<file path="config.mk">
export PLATFORM = sky130hd
export DESIGN_NAME = rename_top
export DESIGN_NICKNAME = d
export VERILOG_FILES = /design/src/rtl/rename_pkg.sv /design/src/rtl/rename_if.sv /design/src/rtl/inst_queue.sv /design/src/rtl/rename_map.sv /design/src/rtl/dispatcher.sv /design/src/rtl/dispatch_buffer.sv /design/src/rtl/rename_top.sv
export VERILOG_INCLUDE_DIRS = /design/src /design/src/rtl
export SDC_FILE = /design/constraint.sdc
export NUM_CORES = 2
export LEC_CHECK = 0
export BUFFER_PORTS_ARGS = -buffer_cell sky130_fd_sc_hd__buf_2
export CAP_MARGIN = 25
export CORE_ASPECT_RATIO = 2
export CORE_UTILIZATION = 40
export DETAILED_ROUTE_END_ITERATION = 10
export GPL_TIMING_DRIVEN = 0
export HOLD_SLACK_MARGIN = 0.02
export PLACE_DENSITY = 0.68
export REMOVE_ABC_BUFFERS = 1
export SYNTH_ARGS = -nofsm -noshare
export SYNTH_HDL_FRONTEND = slang
export SYNTH_SLANG_ARGS = --single-unit
</file>
<file path="constraint.sdc">
create_clock -name clk -period 8.7 [get_ports clk]
set_input_delay 0.435 -clock clk [delete_from_list [all_inputs] [get_ports clk]]
set_output_delay 0.435 -clock clk [all_outputs]
set_load 0.01 [all_outputs]
</file>
<file path="src/rtl/rename_params.svh">
// Size constants for the two-wide rename stage, included by every RTL file that needs them
`ifndef RENAME_PARAMS_SVH
`define RENAME_PARAMS_SVH

// Instructions renamed per cycle
`define RN_SLOTS 2
// RV32I integer register file
`define RN_ARCH_REGS 32
// Physical register file, twice the architectural count
`define RN_PHYS_REGS 64
`define RN_PREG_W 6
// Input queue depth in instruction pairs
`define RN_IQ_DEPTH 4
// Reorder-buffer tag width
`define RN_TAG_W 4

`endif

</file>
<file path="src/rtl/rename_pkg.sv">
// Shared types of the rename stage: instruction word views, decoded slots and dispatch entries
package rename_pkg;

    `include "rename_params.svh"

    // Register index types
    typedef logic [$clog2(`RN_ARCH_REGS)-1:0] areg_t;
    typedef logic [`RN_PREG_W-1:0] preg_t;
    typedef logic [`RN_TAG_W-1:0] tag_t;
    // Free list occupancy, 0 up to the number of spare registers
    typedef logic [$clog2(`RN_PHYS_REGS - `RN_ARCH_REGS + 1)-1:0] fl_count_t;

    // R-type layout, rd sits in bits 11:7
    typedef struct packed {
        logic [6:0] funct7;
        areg_t      rs2;
        areg_t      rs1;
        logic [2:0] funct3;
        areg_t      rd;
        logic [6:0] opcode;
    } r_view_t;

    // S/B-type layout, the rd bits hold the low immediate
    typedef struct packed {
        logic [6:0] imm_hi;
        areg_t      rs2;
        areg_t      rs1;
        logic [2:0] funct3;
        logic [4:0] imm_lo;
        logic [6:0] opcode;
    } s_view_t;

    // Same 32-bit word seen through either layout
    typedef union packed {
        r_view_t r_view;
        s_view_t s_view;
    } inst_word_u;

    // Slot after decode, only the fields renaming needs
    typedef struct packed {
        logic       slot_valid;
        inst_word_u word;
        areg_t      rs1;
        logic       uses_rs1;
        areg_t      rs2;
        logic       uses_rs2;
        areg_t      rd;
        // Already false for x0
        logic       has_rd;
    } decoded_slot_t;

    // Renamed slot as handed downstream
    typedef struct packed {
        logic       slot_valid;
        inst_word_u word;
        preg_t      rs1;
        logic       rs1_ready;
        preg_t      rs2;
        logic       rs2_ready;
        preg_t      rd;
        logic       has_rd;
        tag_t       tag;
    } dispatch_entry_t;

endpackage

</file>
<file path="src/rtl/rename_if.sv">
// Lookup and allocate channel between the dispatcher and the rename map
`timescale 1ns/1ps
`include "rename_params.svh"

interface rename_if;
    import rename_pkg::*;

    // Requests from the dispatcher
    areg_t rs1_arch [`RN_SLOTS];
    areg_t rs2_arch [`RN_SLOTS];
    areg_t rd_arch [`RN_SLOTS];
    logic [`RN_SLOTS-1:0] alloc_en;
    logic [`RN_SLOTS-1:0] map_write;
    logic fire;

    // Answers from the map, all combinational
    preg_t rs1_preg [`RN_SLOTS];
    preg_t rs2_preg [`RN_SLOTS];
    logic [`RN_SLOTS-1:0] rs1_busy;
    logic [`RN_SLOTS-1:0] rs2_busy;
    preg_t alloc_preg [`RN_SLOTS];
    fl_count_t free_count;

    modport dispatcher (
        output rs1_arch, rs2_arch, rd_arch, alloc_en, map_write, fire,
        input  rs1_preg, rs2_preg, rs1_busy, rs2_busy, alloc_preg, free_count
    );

    modport map (
        input  rs1_arch, rs2_arch, rd_arch, alloc_en, map_write, fire,
        output rs1_preg, rs2_preg, rs1_busy, rs2_busy, alloc_preg, free_count
    );

endinterface

</file>
<file path="src/rtl/inst_queue.sv">
// Input side of the rename stage, decodes incoming pairs and holds them in a small FIFO
`timescale 1ns/1ps
`include "rename_params.svh"

module inst_queue (
    input  logic                      clk,
    input  logic                      rst,
    input  logic                      in_valid,
    output logic                      in_ready,
    input  rename_pkg::inst_word_u    in_word [`RN_SLOTS],
    output logic                      head_valid,
    output rename_pkg::decoded_slot_t head_slots [`RN_SLOTS],
    input  logic                      head_pop
);
    import rename_pkg::*;

    localparam logic [6:0] OPC_LUI    = 7'b0110111;
    localparam logic [6:0] OPC_AUIPC  = 7'b0010111;
    localparam logic [6:0] OPC_JAL    = 7'b1101111;
    localparam logic [6:0] OPC_JALR   = 7'b1100111;
    localparam logic [6:0] OPC_BRANCH = 7'b1100011;
    localparam logic [6:0] OPC_LOAD   = 7'b0000011;
    localparam logic [6:0] OPC_STORE  = 7'b0100011;
    localparam logic [6:0] OPC_OP_IMM = 7'b0010011;
    localparam logic [6:0] OPC_OP     = 7'b0110011;

    typedef logic [$clog2(`RN_IQ_DEPTH)-1:0] iq_ptr_t;
    typedef logic [$clog2(`RN_IQ_DEPTH + 1)-1:0] iq_count_t;

    decoded_slot_t q_mem [`RN_IQ_DEPTH][`RN_SLOTS];
    iq_ptr_t wr_ptr;
    iq_ptr_t rd_ptr;
    iq_count_t count;
    logic push;

    // Pull out source and destination use from the opcode
    function automatic decoded_slot_t decode_slot(inst_word_u w);
        decoded_slot_t d;
        d = '0;
        d.slot_valid = (w != '0);
        d.word = w;
        case (w.r_view.opcode)
            OPC_OP: begin
                d.uses_rs1 = 1'b1;
                d.uses_rs2 = 1'b1;
                d.rs2 = w.r_view.rs2;
                d.has_rd = 1'b1;
            end
            // No rd here, bits 11:7 are immediate
            OPC_STORE, OPC_BRANCH: begin
                d.uses_rs1 = 1'b1;
                d.uses_rs2 = 1'b1;
                d.rs2 = w.s_view.rs2;
            end
            OPC_OP_IMM, OPC_LOAD, OPC_JALR: begin
                d.uses_rs1 = 1'b1;
                d.has_rd = 1'b1;
            end
            OPC_LUI, OPC_AUIPC, OPC_JAL: d.has_rd = 1'b1;
            default: d.has_rd = 1'b0;
        endcase
        // Unused sources read x0 so their lookup is harmless
        d.rs1 = d.uses_rs1 ? w.r_view.rs1 : '0;
        d.rd = w.r_view.rd;
        // x0 is never renamed
        d.has_rd = d.has_rd && (w.r_view.rd != '0);
        return d;
    endfunction

    assign in_ready = (count != iq_count_t'(`RN_IQ_DEPTH));
    assign push = in_valid && in_ready;
    assign head_valid = (count != '0);
    assign head_slots = q_mem[rd_ptr];

    // Pair storage, payload only
    always_ff @(posedge clk) begin
        if (push) begin
            for (int s = 0; s < `RN_SLOTS; s++) begin
                q_mem[wr_ptr][s] <= decode_slot(in_word[s]);
            end
        end
    end

    always_ff @(posedge clk) begin
        if (rst) begin
            wr_ptr <= '0;
            rd_ptr <= '0;
            count <= '0;
        end else begin
            if (push) begin
                wr_ptr <= wr_ptr + 1'b1;
            end
            if (head_pop) begin
                rd_ptr <= rd_ptr + 1'b1;
            end
            count <= count + iq_count_t'(push) - iq_count_t'(head_pop);
        end
    end

    // The dispatcher may only fire on a pair that is really there
    a_no_pop_empty: assert property (@(posedge clk) disable iff (rst) head_pop |-> head_valid);

endmodule

</file>
<file path="src/rtl/rename_map.sv">
// Register alias table, free list and busy bits, looked up and updated by the dispatcher
`timescale 1ns/1ps
`include "rename_params.svh"

module rename_map (
    input  logic              clk,
    input  logic              rst,
    rename_if.map             map,
    input  logic              wb_valid,
    input  rename_pkg::preg_t wb_preg,
    input  logic              rel_valid,
    input  rename_pkg::preg_t rel_preg
);
    import rename_pkg::*;

    // Spare registers beyond the architectural set
    localparam int FL_DEPTH = `RN_PHYS_REGS - `RN_ARCH_REGS;
    typedef logic [$clog2(FL_DEPTH)-1:0] fl_ptr_t;

    preg_t rat [`RN_ARCH_REGS];
    preg_t fl_mem [FL_DEPTH];
    fl_ptr_t fl_head;
    fl_ptr_t fl_tail;
    fl_count_t fl_count;
    logic [`RN_PHYS_REGS-1:0] busy_q;

    // Head after this cycle's pops and number of registers requested
    fl_ptr_t alloc_ptr;
    fl_count_t n_pop;

    // Source lookup, no bypass of this cycle's updates
    always_comb begin
        for (int s = 0; s < `RN_SLOTS; s++) begin
            map.rs1_preg[s] = rat[map.rs1_arch[s]];
            map.rs2_preg[s] = rat[map.rs2_arch[s]];
            map.rs1_busy[s] = busy_q[rat[map.rs1_arch[s]]];
            map.rs2_busy[s] = busy_q[rat[map.rs2_arch[s]]];
        end
    end

    // Slots with a destination take consecutive entries from the head
    always_comb begin
        alloc_ptr = fl_head;
        n_pop = '0;
        for (int s = 0; s < `RN_SLOTS; s++) begin
            map.alloc_preg[s] = fl_mem[alloc_ptr];
            if (map.alloc_en[s]) begin
                alloc_ptr = alloc_ptr + 1'b1;
                n_pop = n_pop + 1'b1;
            end
        end
    end

    assign map.free_count = fl_count;

    // Alias table starts as identity, x0 stays on register 0
    always_ff @(posedge clk) begin
        if (rst) begin
            for (int a = 0; a < `RN_ARCH_REGS; a++) begin
                rat[a] <= preg_t'(a);
            end
        end else if (map.fire) begin
            for (int s = 0; s < `RN_SLOTS; s++) begin
                if (map.map_write[s] && (map.rd_arch[s] != '0)) begin
                    rat[map.rd_arch[s]] <= map.alloc_preg[s];
                end
            end
        end
    end

    // Free list holds 32 to 63 in order after reset
    always_ff @(posedge clk) begin
        if (rst) begin
            for (int i = 0; i < FL_DEPTH; i++) begin
                fl_mem[i] <= preg_t'(`RN_ARCH_REGS + i);
            end
            fl_head <= '0;
            fl_tail <= '0;
            fl_count <= fl_count_t'(FL_DEPTH);
        end else begin
            if (rel_valid) begin
                fl_mem[fl_tail] <= rel_preg;
                fl_tail <= fl_tail + 1'b1;
            end
            if (map.fire) begin
                fl_head <= alloc_ptr;
            end
            fl_count <= fl_count + fl_count_t'(rel_valid) - (map.fire ? n_pop : '0);
        end
    end

    // Writeback clears, a new allocation sets
    always_ff @(posedge clk) begin
        if (rst) begin
            busy_q <= '0;
        end else begin
            if (wb_valid) begin
                busy_q[wb_preg] <= 1'b0;
            end
            if (map.fire) begin
                for (int s = 0; s < `RN_SLOTS; s++) begin
                    if (map.alloc_en[s]) begin
                        busy_q[map.alloc_preg[s]] <= 1'b1;
                    end
                end
            end
        end
    end

    // Dispatcher gating must keep allocation within the list
    a_no_short_alloc: assert property (@(posedge clk) disable iff (rst)
        map.fire |-> n_pop <= fl_count);

    // Releases never overflow the spare set
    a_no_over_release: assert property (@(posedge clk) disable iff (rst)
        rel_valid |-> (int'(fl_count) - int'(map.fire ? n_pop : '0)) < FL_DEPTH);

    // Register 0 backs x0 and is never produced
    a_preg0_idle: assert property (@(posedge clk) disable iff (rst) !busy_q[0]);

endmodule

</file>
<file path="src/rtl/dispatcher.sv">
// Forms renamed entries from the queue head, resolves in-pair dependences and assigns tags
`timescale 1ns/1ps
`include "rename_params.svh"

module dispatcher (
    input  logic                        clk,
    input  logic                        rst,
    input  logic                        head_valid,
    input  rename_pkg::decoded_slot_t   head_slots [`RN_SLOTS],
    output logic                        head_pop,
    rename_if.dispatcher                map,
    output logic                        disp_valid,
    input  logic                        disp_ready,
    output rename_pkg::dispatch_entry_t disp_entry [`RN_SLOTS]
);
    import rename_pkg::*;

    tag_t tag_q;
    tag_t next_tag;
    fl_count_t need;
    logic fire;

    // Fire only when every destination in the pair can get a register
    always_comb begin
        need = '0;
        for (int s = 0; s < `RN_SLOTS; s++) begin
            need = need + fl_count_t'(head_slots[s].has_rd);
        end
    end

    assign fire = head_valid && disp_ready && (map.free_count >= need);
    assign head_pop = fire;
    assign disp_valid = fire;
    assign map.fire = fire;

    // Map requests
    always_comb begin
        for (int s = 0; s < `RN_SLOTS; s++) begin
            map.rs1_arch[s] = head_slots[s].rs1;
            map.rs2_arch[s] = head_slots[s].rs2;
            map.rd_arch[s] = head_slots[s].rd;
            map.alloc_en[s] = head_slots[s].has_rd;
            map.map_write[s] = head_slots[s].has_rd;
            // A younger slot writing the same rd owns the table entry
            for (int t = s + 1; t < `RN_SLOTS; t++) begin
                if (head_slots[t].has_rd && (head_slots[t].rd == head_slots[s].rd)) begin
                    map.map_write[s] = 1'b0;
                end
            end
        end
    end

    // Renamed entries, tags in slot order over valid slots
    always_comb begin
        next_tag = tag_q;
        for (int s = 0; s < `RN_SLOTS; s++) begin
            disp_entry[s].slot_valid = head_slots[s].slot_valid;
            disp_entry[s].word = head_slots[s].word;
            disp_entry[s].rs1 = map.rs1_preg[s];
            disp_entry[s].rs1_ready = !head_slots[s].uses_rs1 || !map.rs1_busy[s];
            disp_entry[s].rs2 = map.rs2_preg[s];
            disp_entry[s].rs2_ready = !head_slots[s].uses_rs2 || !map.rs2_busy[s];
            // Sources produced earlier in the pair take that new register
            // The latest older producer wins
            for (int t = 0; t < s; t++) begin
                if (head_slots[s].uses_rs1 && head_slots[t].has_rd &&
                    (head_slots[t].rd == head_slots[s].rs1)) begin
                    disp_entry[s].rs1 = map.alloc_preg[t];
                    disp_entry[s].rs1_ready = 1'b0;
                end
                if (head_slots[s].uses_rs2 && head_slots[t].has_rd &&
                    (head_slots[t].rd == head_slots[s].rs2)) begin
                    disp_entry[s].rs2 = map.alloc_preg[t];
                    disp_entry[s].rs2_ready = 1'b0;
                end
            end
            disp_entry[s].has_rd = head_slots[s].has_rd;
            disp_entry[s].rd = head_slots[s].has_rd ? map.alloc_preg[s] : '0;
            disp_entry[s].tag = next_tag;
            if (head_slots[s].slot_valid) begin
                next_tag = next_tag + 1'b1;
            end
        end
    end

    // Running reorder-buffer tag
    always_ff @(posedge clk) begin
        if (rst) begin
            tag_q <= '0;
        end else if (fire) begin
            tag_q <= next_tag;
        end
    end

endmodule

</file>
<file path="src/rtl/dispatch_buffer.sv">
// Output register of the rename stage, holds one renamed pair for the downstream handshake
`timescale 1ns/1ps
`include "rename_params.svh"

module dispatch_buffer (
    input  logic                        clk,
    input  logic                        rst,
    input  logic                        disp_valid,
    output logic                        disp_ready,
    input  rename_pkg::dispatch_entry_t disp_entry [`RN_SLOTS],
    output logic                        out_valid,
    input  logic                        out_ready,
    output rename_pkg::dispatch_entry_t out_entry [`RN_SLOTS]
);
    import rename_pkg::*;

    logic valid_q;
    dispatch_entry_t entry_q [`RN_SLOTS];

    // Refill in the same cycle the old pair leaves
    assign disp_ready = !valid_q || out_ready;
    assign out_valid = valid_q;
    assign out_entry = entry_q;

    always_ff @(posedge clk) begin
        if (rst) begin
            valid_q <= 1'b0;
        end else if (disp_valid && disp_ready) begin
            valid_q <= 1'b1;
        end else if (out_ready) begin
            valid_q <= 1'b0;
        end
    end

    always_ff @(posedge clk) begin
        if (disp_valid && disp_ready) begin
            entry_q <= disp_entry;
        end
    end

    // A stalled pair must not change under the consumer
    for (genvar s = 0; s < `RN_SLOTS; s++) begin : g_hold
        a_hold: assert property (@(posedge clk) disable iff (rst)
            out_valid && !out_ready |=> out_valid && $stable(out_entry[s]));
    end

endmodule

</file>
<file path="src/rtl/rename_top.sv">
// Top of the two-wide rename and dispatch stage, plain handshake ports on both sides
`timescale 1ns/1ps
`include "rename_params.svh"

module rename_top (
    input  logic                        clk,
    input  logic                        rst,
    input  logic                        in_valid,
    output logic                        in_ready,
    input  rename_pkg::inst_word_u      in_word [`RN_SLOTS],
    output logic                        out_valid,
    input  logic                        out_ready,
    output rename_pkg::dispatch_entry_t out_entry [`RN_SLOTS],
    input  logic                        wb_valid,
    input  rename_pkg::preg_t           wb_preg,
    input  logic                        rel_valid,
    input  rename_pkg::preg_t           rel_preg
);
    import rename_pkg::*;

    // Queue head toward the dispatcher
    logic head_valid;
    logic head_pop;
    decoded_slot_t head_slots [`RN_SLOTS];
    // Renamed pair toward the output register
    logic disp_valid;
    logic disp_ready;
    dispatch_entry_t disp_entry [`RN_SLOTS];

    rename_if rif ();

    inst_queue u_inst_queue (
        .clk        (clk),
        .rst        (rst),
        .in_valid   (in_valid),
        .in_ready   (in_ready),
        .in_word    (in_word),
        .head_valid (head_valid),
        .head_slots (head_slots),
        .head_pop   (head_pop)
    );

    dispatcher u_dispatcher (
        .clk        (clk),
        .rst        (rst),
        .head_valid (head_valid),
        .head_slots (head_slots),
        .head_pop   (head_pop),
        .map        (rif.dispatcher),
        .disp_valid (disp_valid),
        .disp_ready (disp_ready),
        .disp_entry (disp_entry)
    );

    rename_map u_rename_map (
        .clk       (clk),
        .rst       (rst),
        .map       (rif.map),
        .wb_valid  (wb_valid),
        .wb_preg   (wb_preg),
        .rel_valid (rel_valid),
        .rel_preg  (rel_preg)
    );

    dispatch_buffer u_dispatch_buffer (
        .clk        (clk),
        .rst        (rst),
        .disp_valid (disp_valid),
        .disp_ready (disp_ready),
        .disp_entry (disp_entry),
        .out_valid  (out_valid),
        .out_ready  (out_ready),
        .out_entry  (out_entry)
    );

endmodule

</file>
==> flow_summary.toml <==
[timing]
max_freq_ghz = 0.124
min_period_ns = 8.03
max-slew-margin-rel_pct = 26.3
worst_pin_slew_ns = 1.11
timing.final.hold_violations = 0
final_max_slew_viol_count = 0
finClkSkew_ns = 0.0620
grt_setup_unrepaired = "no"
period_share_pct = 92.3
final.hold.worst_slack_ns = 0.0392
accumulated_negative_setup_slack_ns = 0
finalSetupViolations = 0

[global_route]
global_route.overflow_total = 0
initial_antenna_violation_count = 11
vias_in_the_first_global_route = 37100
gr-usage-all-layers_pct = 28.9
grt_start_max_net_pins = 84
global_route_wire_length_before_repair_mm = 263

[floorplanning]
io_pins = 200
die-height_um = 506
design.core.area_um2 = 126000
die_span_x_um = 254
initial_core_util_pct = 40.4
num_rows = 184
fp.dieArea_um2 = 129000

[clock_tree]
number_of_levels_the_h_tree_was_split_into = 3
cts-root-buf = "sky130_fd_sc_hd__clkbuf_16"
cts_buffers = 88
clock_pin_transition_on_the_worst_setup_and_hold_timing_paths_ns = 0.07
clock_latency_ns = 0.76
cts_sinks = 967
clock_path_buffers = 3
tritoncts = "built"

[place]
gp_routability_congestion = 1.03
detailedPlacementHpwl_mm = 132
port_buffers = 199

[routing]
drt-total-wl_mm = 186
vias_per_cell = 6.44
routed-wl-met3_mm = 14.1
wl_met2_mm = 93.5
drt-pass1-iter-count = 8
drc = 0
drt-wirelength-per-cell_um = 32.4
detailedRoute.firstIterationViolations = 4025
route.vias.total = 37000
met1Wirelength_mm = 57.3
antenna_violating_nets_left = 0
top_signal_layer_used = "met5"

[critical_path]
r2r_cells = 19
worst_setup_path_end_kind = "flip-flop"
worstPathArrival_ns = 8.41
worstPathCellList = "mux2_2, o21ai_2, inv_1, ha_1, ha_1, nand2b_1, a21oi_1, o21ai_0, a21bo_2, o311ai_2, buf_4, buf_6, nor2_1, buf_4, nand2_1, nor2_1, and2_1, nand2_1, nand3_1"
critical_path.startpoint_type = "flip-flop"
worstSetupPathType = "reg -> reg"
critPathRequiredTime_ns = 9.08
timing.critical_path.slowest_stage_cell = "sky130_fd_sc_hd__dfxtp_4"
worst-path-max-fanout = 50
timing.critical_path.slowest_cell_delay_ns = 0.90

[run]
max_capacitance_violation_count = 0

[synth]
yosys_register_bits = 967
synth_enable_flop_cells = 868
total_standard_cell_area_after_synthesis_um2 = 50900
synthesis.area_per_instance_um2 = 13.2
yosys_most_used_dff = "sky130_fd_sc_hd__edfxtp_1"
synth_async_sr_flop_share_pct = 0
netlist-cell-type-count = 76
ys.warnings.count = 0
synth_sequential_area_ratio_pct = 55.1
syn_inst = 3856

[min_path]
timing.hold.worst.class = "in -> reg"
min_delay_path_depth = 1

[finish]
area_occupied_by_multi_input_gates_um2 = 21400
filler_cell_count = 11200
layout-drive-gt1-share_pct = 20.6
flow.area_growth_from_synthesis_pct = 13.7
num-nets-final = 4098
sequential_cell_area_um2 = 28100

[power]
p_leak_nw = 18.9
power.ir.vdd_worst_v = 0.000331
cellPowerDensity_nw_per_um2 = 349

[outcome]
run_status = "finished clean"
==> cell usage after synthesis (10+ instances only) <==
master	instances	area share (%)
sky130_fd_sc_hd__nor2b_1	57	0.70
sky130_fd_sc_hd__xnor2_1	18	0.31
sky130_fd_sc_hd__buf_4	26	0.38
sky130_fd_sc_hd__o21ai_0	53	0.52
sky130_fd_sc_hd__a2111oi_0	10	0.17
sky130_fd_sc_hd__edfxtp_1	868	51
sky130_fd_sc_hd__and3_1	49	0.60
sky130_fd_sc_hd__xor2_1	23	0.40
sky130_fd_sc_hd__nand4_1	29	0.36
sky130_fd_sc_hd__buf_2	69	0.68
sky130_fd_sc_hd__ha_1	28	0.69
sky130_fd_sc_hd__o22ai_1	109	1.3
sky130_fd_sc_hd__o211ai_1	44	0.65
sky130_fd_sc_hd__o221ai_1	64	1.1
sky130_fd_sc_hd__a21oi_1	51	0.50
sky130_fd_sc_hd__clkbuf_1	164	1.2
sky130_fd_sc_hd__nor4_1	20	0.25
sky130_fd_sc_hd__a221oi_1	14	0.24
sky130_fd_sc_hd__a22oi_1	121	1.8
sky130_fd_sc_hd__a211oi_1	20	0.30
sky130_fd_sc_hd__or2_2	11	0.14
sky130_fd_sc_hd__nor3_1	75	0.74
sky130_fd_sc_hd__nand3_1	147	1.4
sky130_fd_sc_hd__mux4_2	282	12
sky130_fd_sc_hd__and2_1	73	0.90
sky130_fd_sc_hd__nand2b_1	13	0.16
sky130_fd_sc_hd__dfxtp_1	99	3.9
sky130_fd_sc_hd__nor2_1	180	1.3
sky130_fd_sc_hd__a311oi_1	10	0.17
sky130_fd_sc_hd__inv_1	50	0.37
sky130_fd_sc_hd__mux2i_1	328	6.5
sky130_fd_sc_hd__buf_1	32	0.24
sky130_fd_sc_hd__buf_6	19	0.42
sky130_fd_sc_hd__a31oi_1	33	0.41
sky130_fd_sc_hd__or3_1	74	0.91
sky130_fd_sc_hd__mux2_2	64	1.4
sky130_fd_sc_hd__nand2_1	405	3.0
==> path summary, 6_finish.rpt <==
kind / startpoint / slack (ns) / end
max: flip-flop / 0.67 / u_rename_map.rat[5][2]$_DFFE_PP_
min: in_word[20] / 0.04 / u_inst_queue.q_mem[2][38]$_DFFE_PP_
max reg2reg: flip-flop / 0.67 / u_rename_map.rat[5][2]$_DFFE_PP_
min reg2reg: u_dispatcher.tag_q[3]$_SDFFE_PP0N_ / 0.49 / u_dispatch_buffer.out_entry[61]$_DFFE_PP_
==> flip-flops by register name (all words and copies together) (netlist names), named ones only <==
register,count
u_inst_queue.wr_ptr,2
u_rename_map.rat,192
u_dispatch_buffer.out_valid,1
u_inst_queue.count,3
u_rename_map.fl_tail,5
u_inst_queue.q_mem,368
u_dispatch_buffer.out_entry,116
u_rename_map.fl_mem,192
u_dispatcher.tag_q,4
u_inst_queue.rd_ptr,2
u_rename_map.fl_head,5
u_rename_map.busy_q,64
u_rename_map.map.free_count,6
==> per-layer routing <==
layer	track usage, %	vias to the layer above
li1	-	15500
met1	29.0	18500
met2	49.5	2144
met3	5.88	807
met4	27.3	12
met5	0	-
==> metrics by stage <==
stage	util [%]	total power [mW]	cells	setup slack (ns)	area, µm²
after floorplan	-	11.9	3551	-4.14	49400
after global placement	41.7	15.5	5424	-14.50	52500
after detailed placement	43.1	16.0	5501	1.08	54200
after CTS	45.9	20.0	5727	1.06	57800
after global routing	45.9	20.8	5738	0.657	57800
final	45.9	20.2	5741	0.667	57900
==> what timing repair did <==
item,in CTS,in global routing
gates resized for setup,0,0
hold endpoints to repair,242,0
hold buffers,62,0
buffers inserted,0,0
==> where the power goes <==
part           internal (mW)  total, mW  switching [mW]
clock                   2.15       4.03            1.87
combinational           3.47       9.87            6.40
sequential              5.90       6.27           0.370
==> layout by cell type (no fill, tap or decap), types with 62 or more instances in the layout <==
cell type                       Yosys  final
sky130_fd_sc_hd__a22oi_1          121    121
sky130_fd_sc_hd__and2_1            73     73
sky130_fd_sc_hd__buf_2             69    212
sky130_fd_sc_hd__clkbuf_16          0     88
sky130_fd_sc_hd__dfxtp_1           99     95
sky130_fd_sc_hd__dlygate4sd3_1      0     62
sky130_fd_sc_hd__edfxtp_1         868    868
sky130_fd_sc_hd__mux2_2            64     64
sky130_fd_sc_hd__mux2i_1          328    321
sky130_fd_sc_hd__mux4_2           282    275
sky130_fd_sc_hd__nand2_1          405    402
sky130_fd_sc_hd__nand3_1          147    147
sky130_fd_sc_hd__nor2_1           180    180
sky130_fd_sc_hd__nor3_1            75     75
sky130_fd_sc_hd__o221ai_1          64     64
sky130_fd_sc_hd__o22ai_1          109    109
sky130_fd_sc_hd__or3_1             74     74
==> worst max-delay path, delay by kind of cell, from the launching register on <==
family | cells | cell delay (ns)
adders and majority gates | 2 | 0.78
muxes | 1 | 0.42
AOI/OAI and AO/OA | 5 | 1.46
and+or+nand+nor | 7 | 2.65
buffers and inverters | 4 | 1.38
DFF | 1 | 0.90
==> cell type report <==
cell class / instances / share of cell area (%)
diodes: 7 / 0.0303
clock buffers: 103 / 3.92
clock inverters: 61 / 1.18
inverters: 57 / 0.387
multi-input cells: 2527 / 37.0
flip-flops and latches: 967 / 48.5
well taps: 1674 / 3.62
repair buffers: 345 / 5.32
==> cells by family (layout without fill, tap and decap cells) <==
| logic type | Yosys count | after routing | synth area share (%) |
|---|---|---|---|
| and+or+nand+nor | 1177 | 1177 | 11.2 |
| other | 1 | 13 | 0.00737 |
| xor gates and xnor gates | 42 | 42 | 0.760 |
| muxes | 676 | 676 | 20.4 |
| buffers and inverters | 367 | 566 | 3.35 |
| AOI/OAI and AO/OA | 596 | 596 | 8.39 |
| DFF | 967 | 967 | 55.1 |
| adders and majority gates | 30 | 30 | 0.767 |
(Power assumes the default switching activity.)
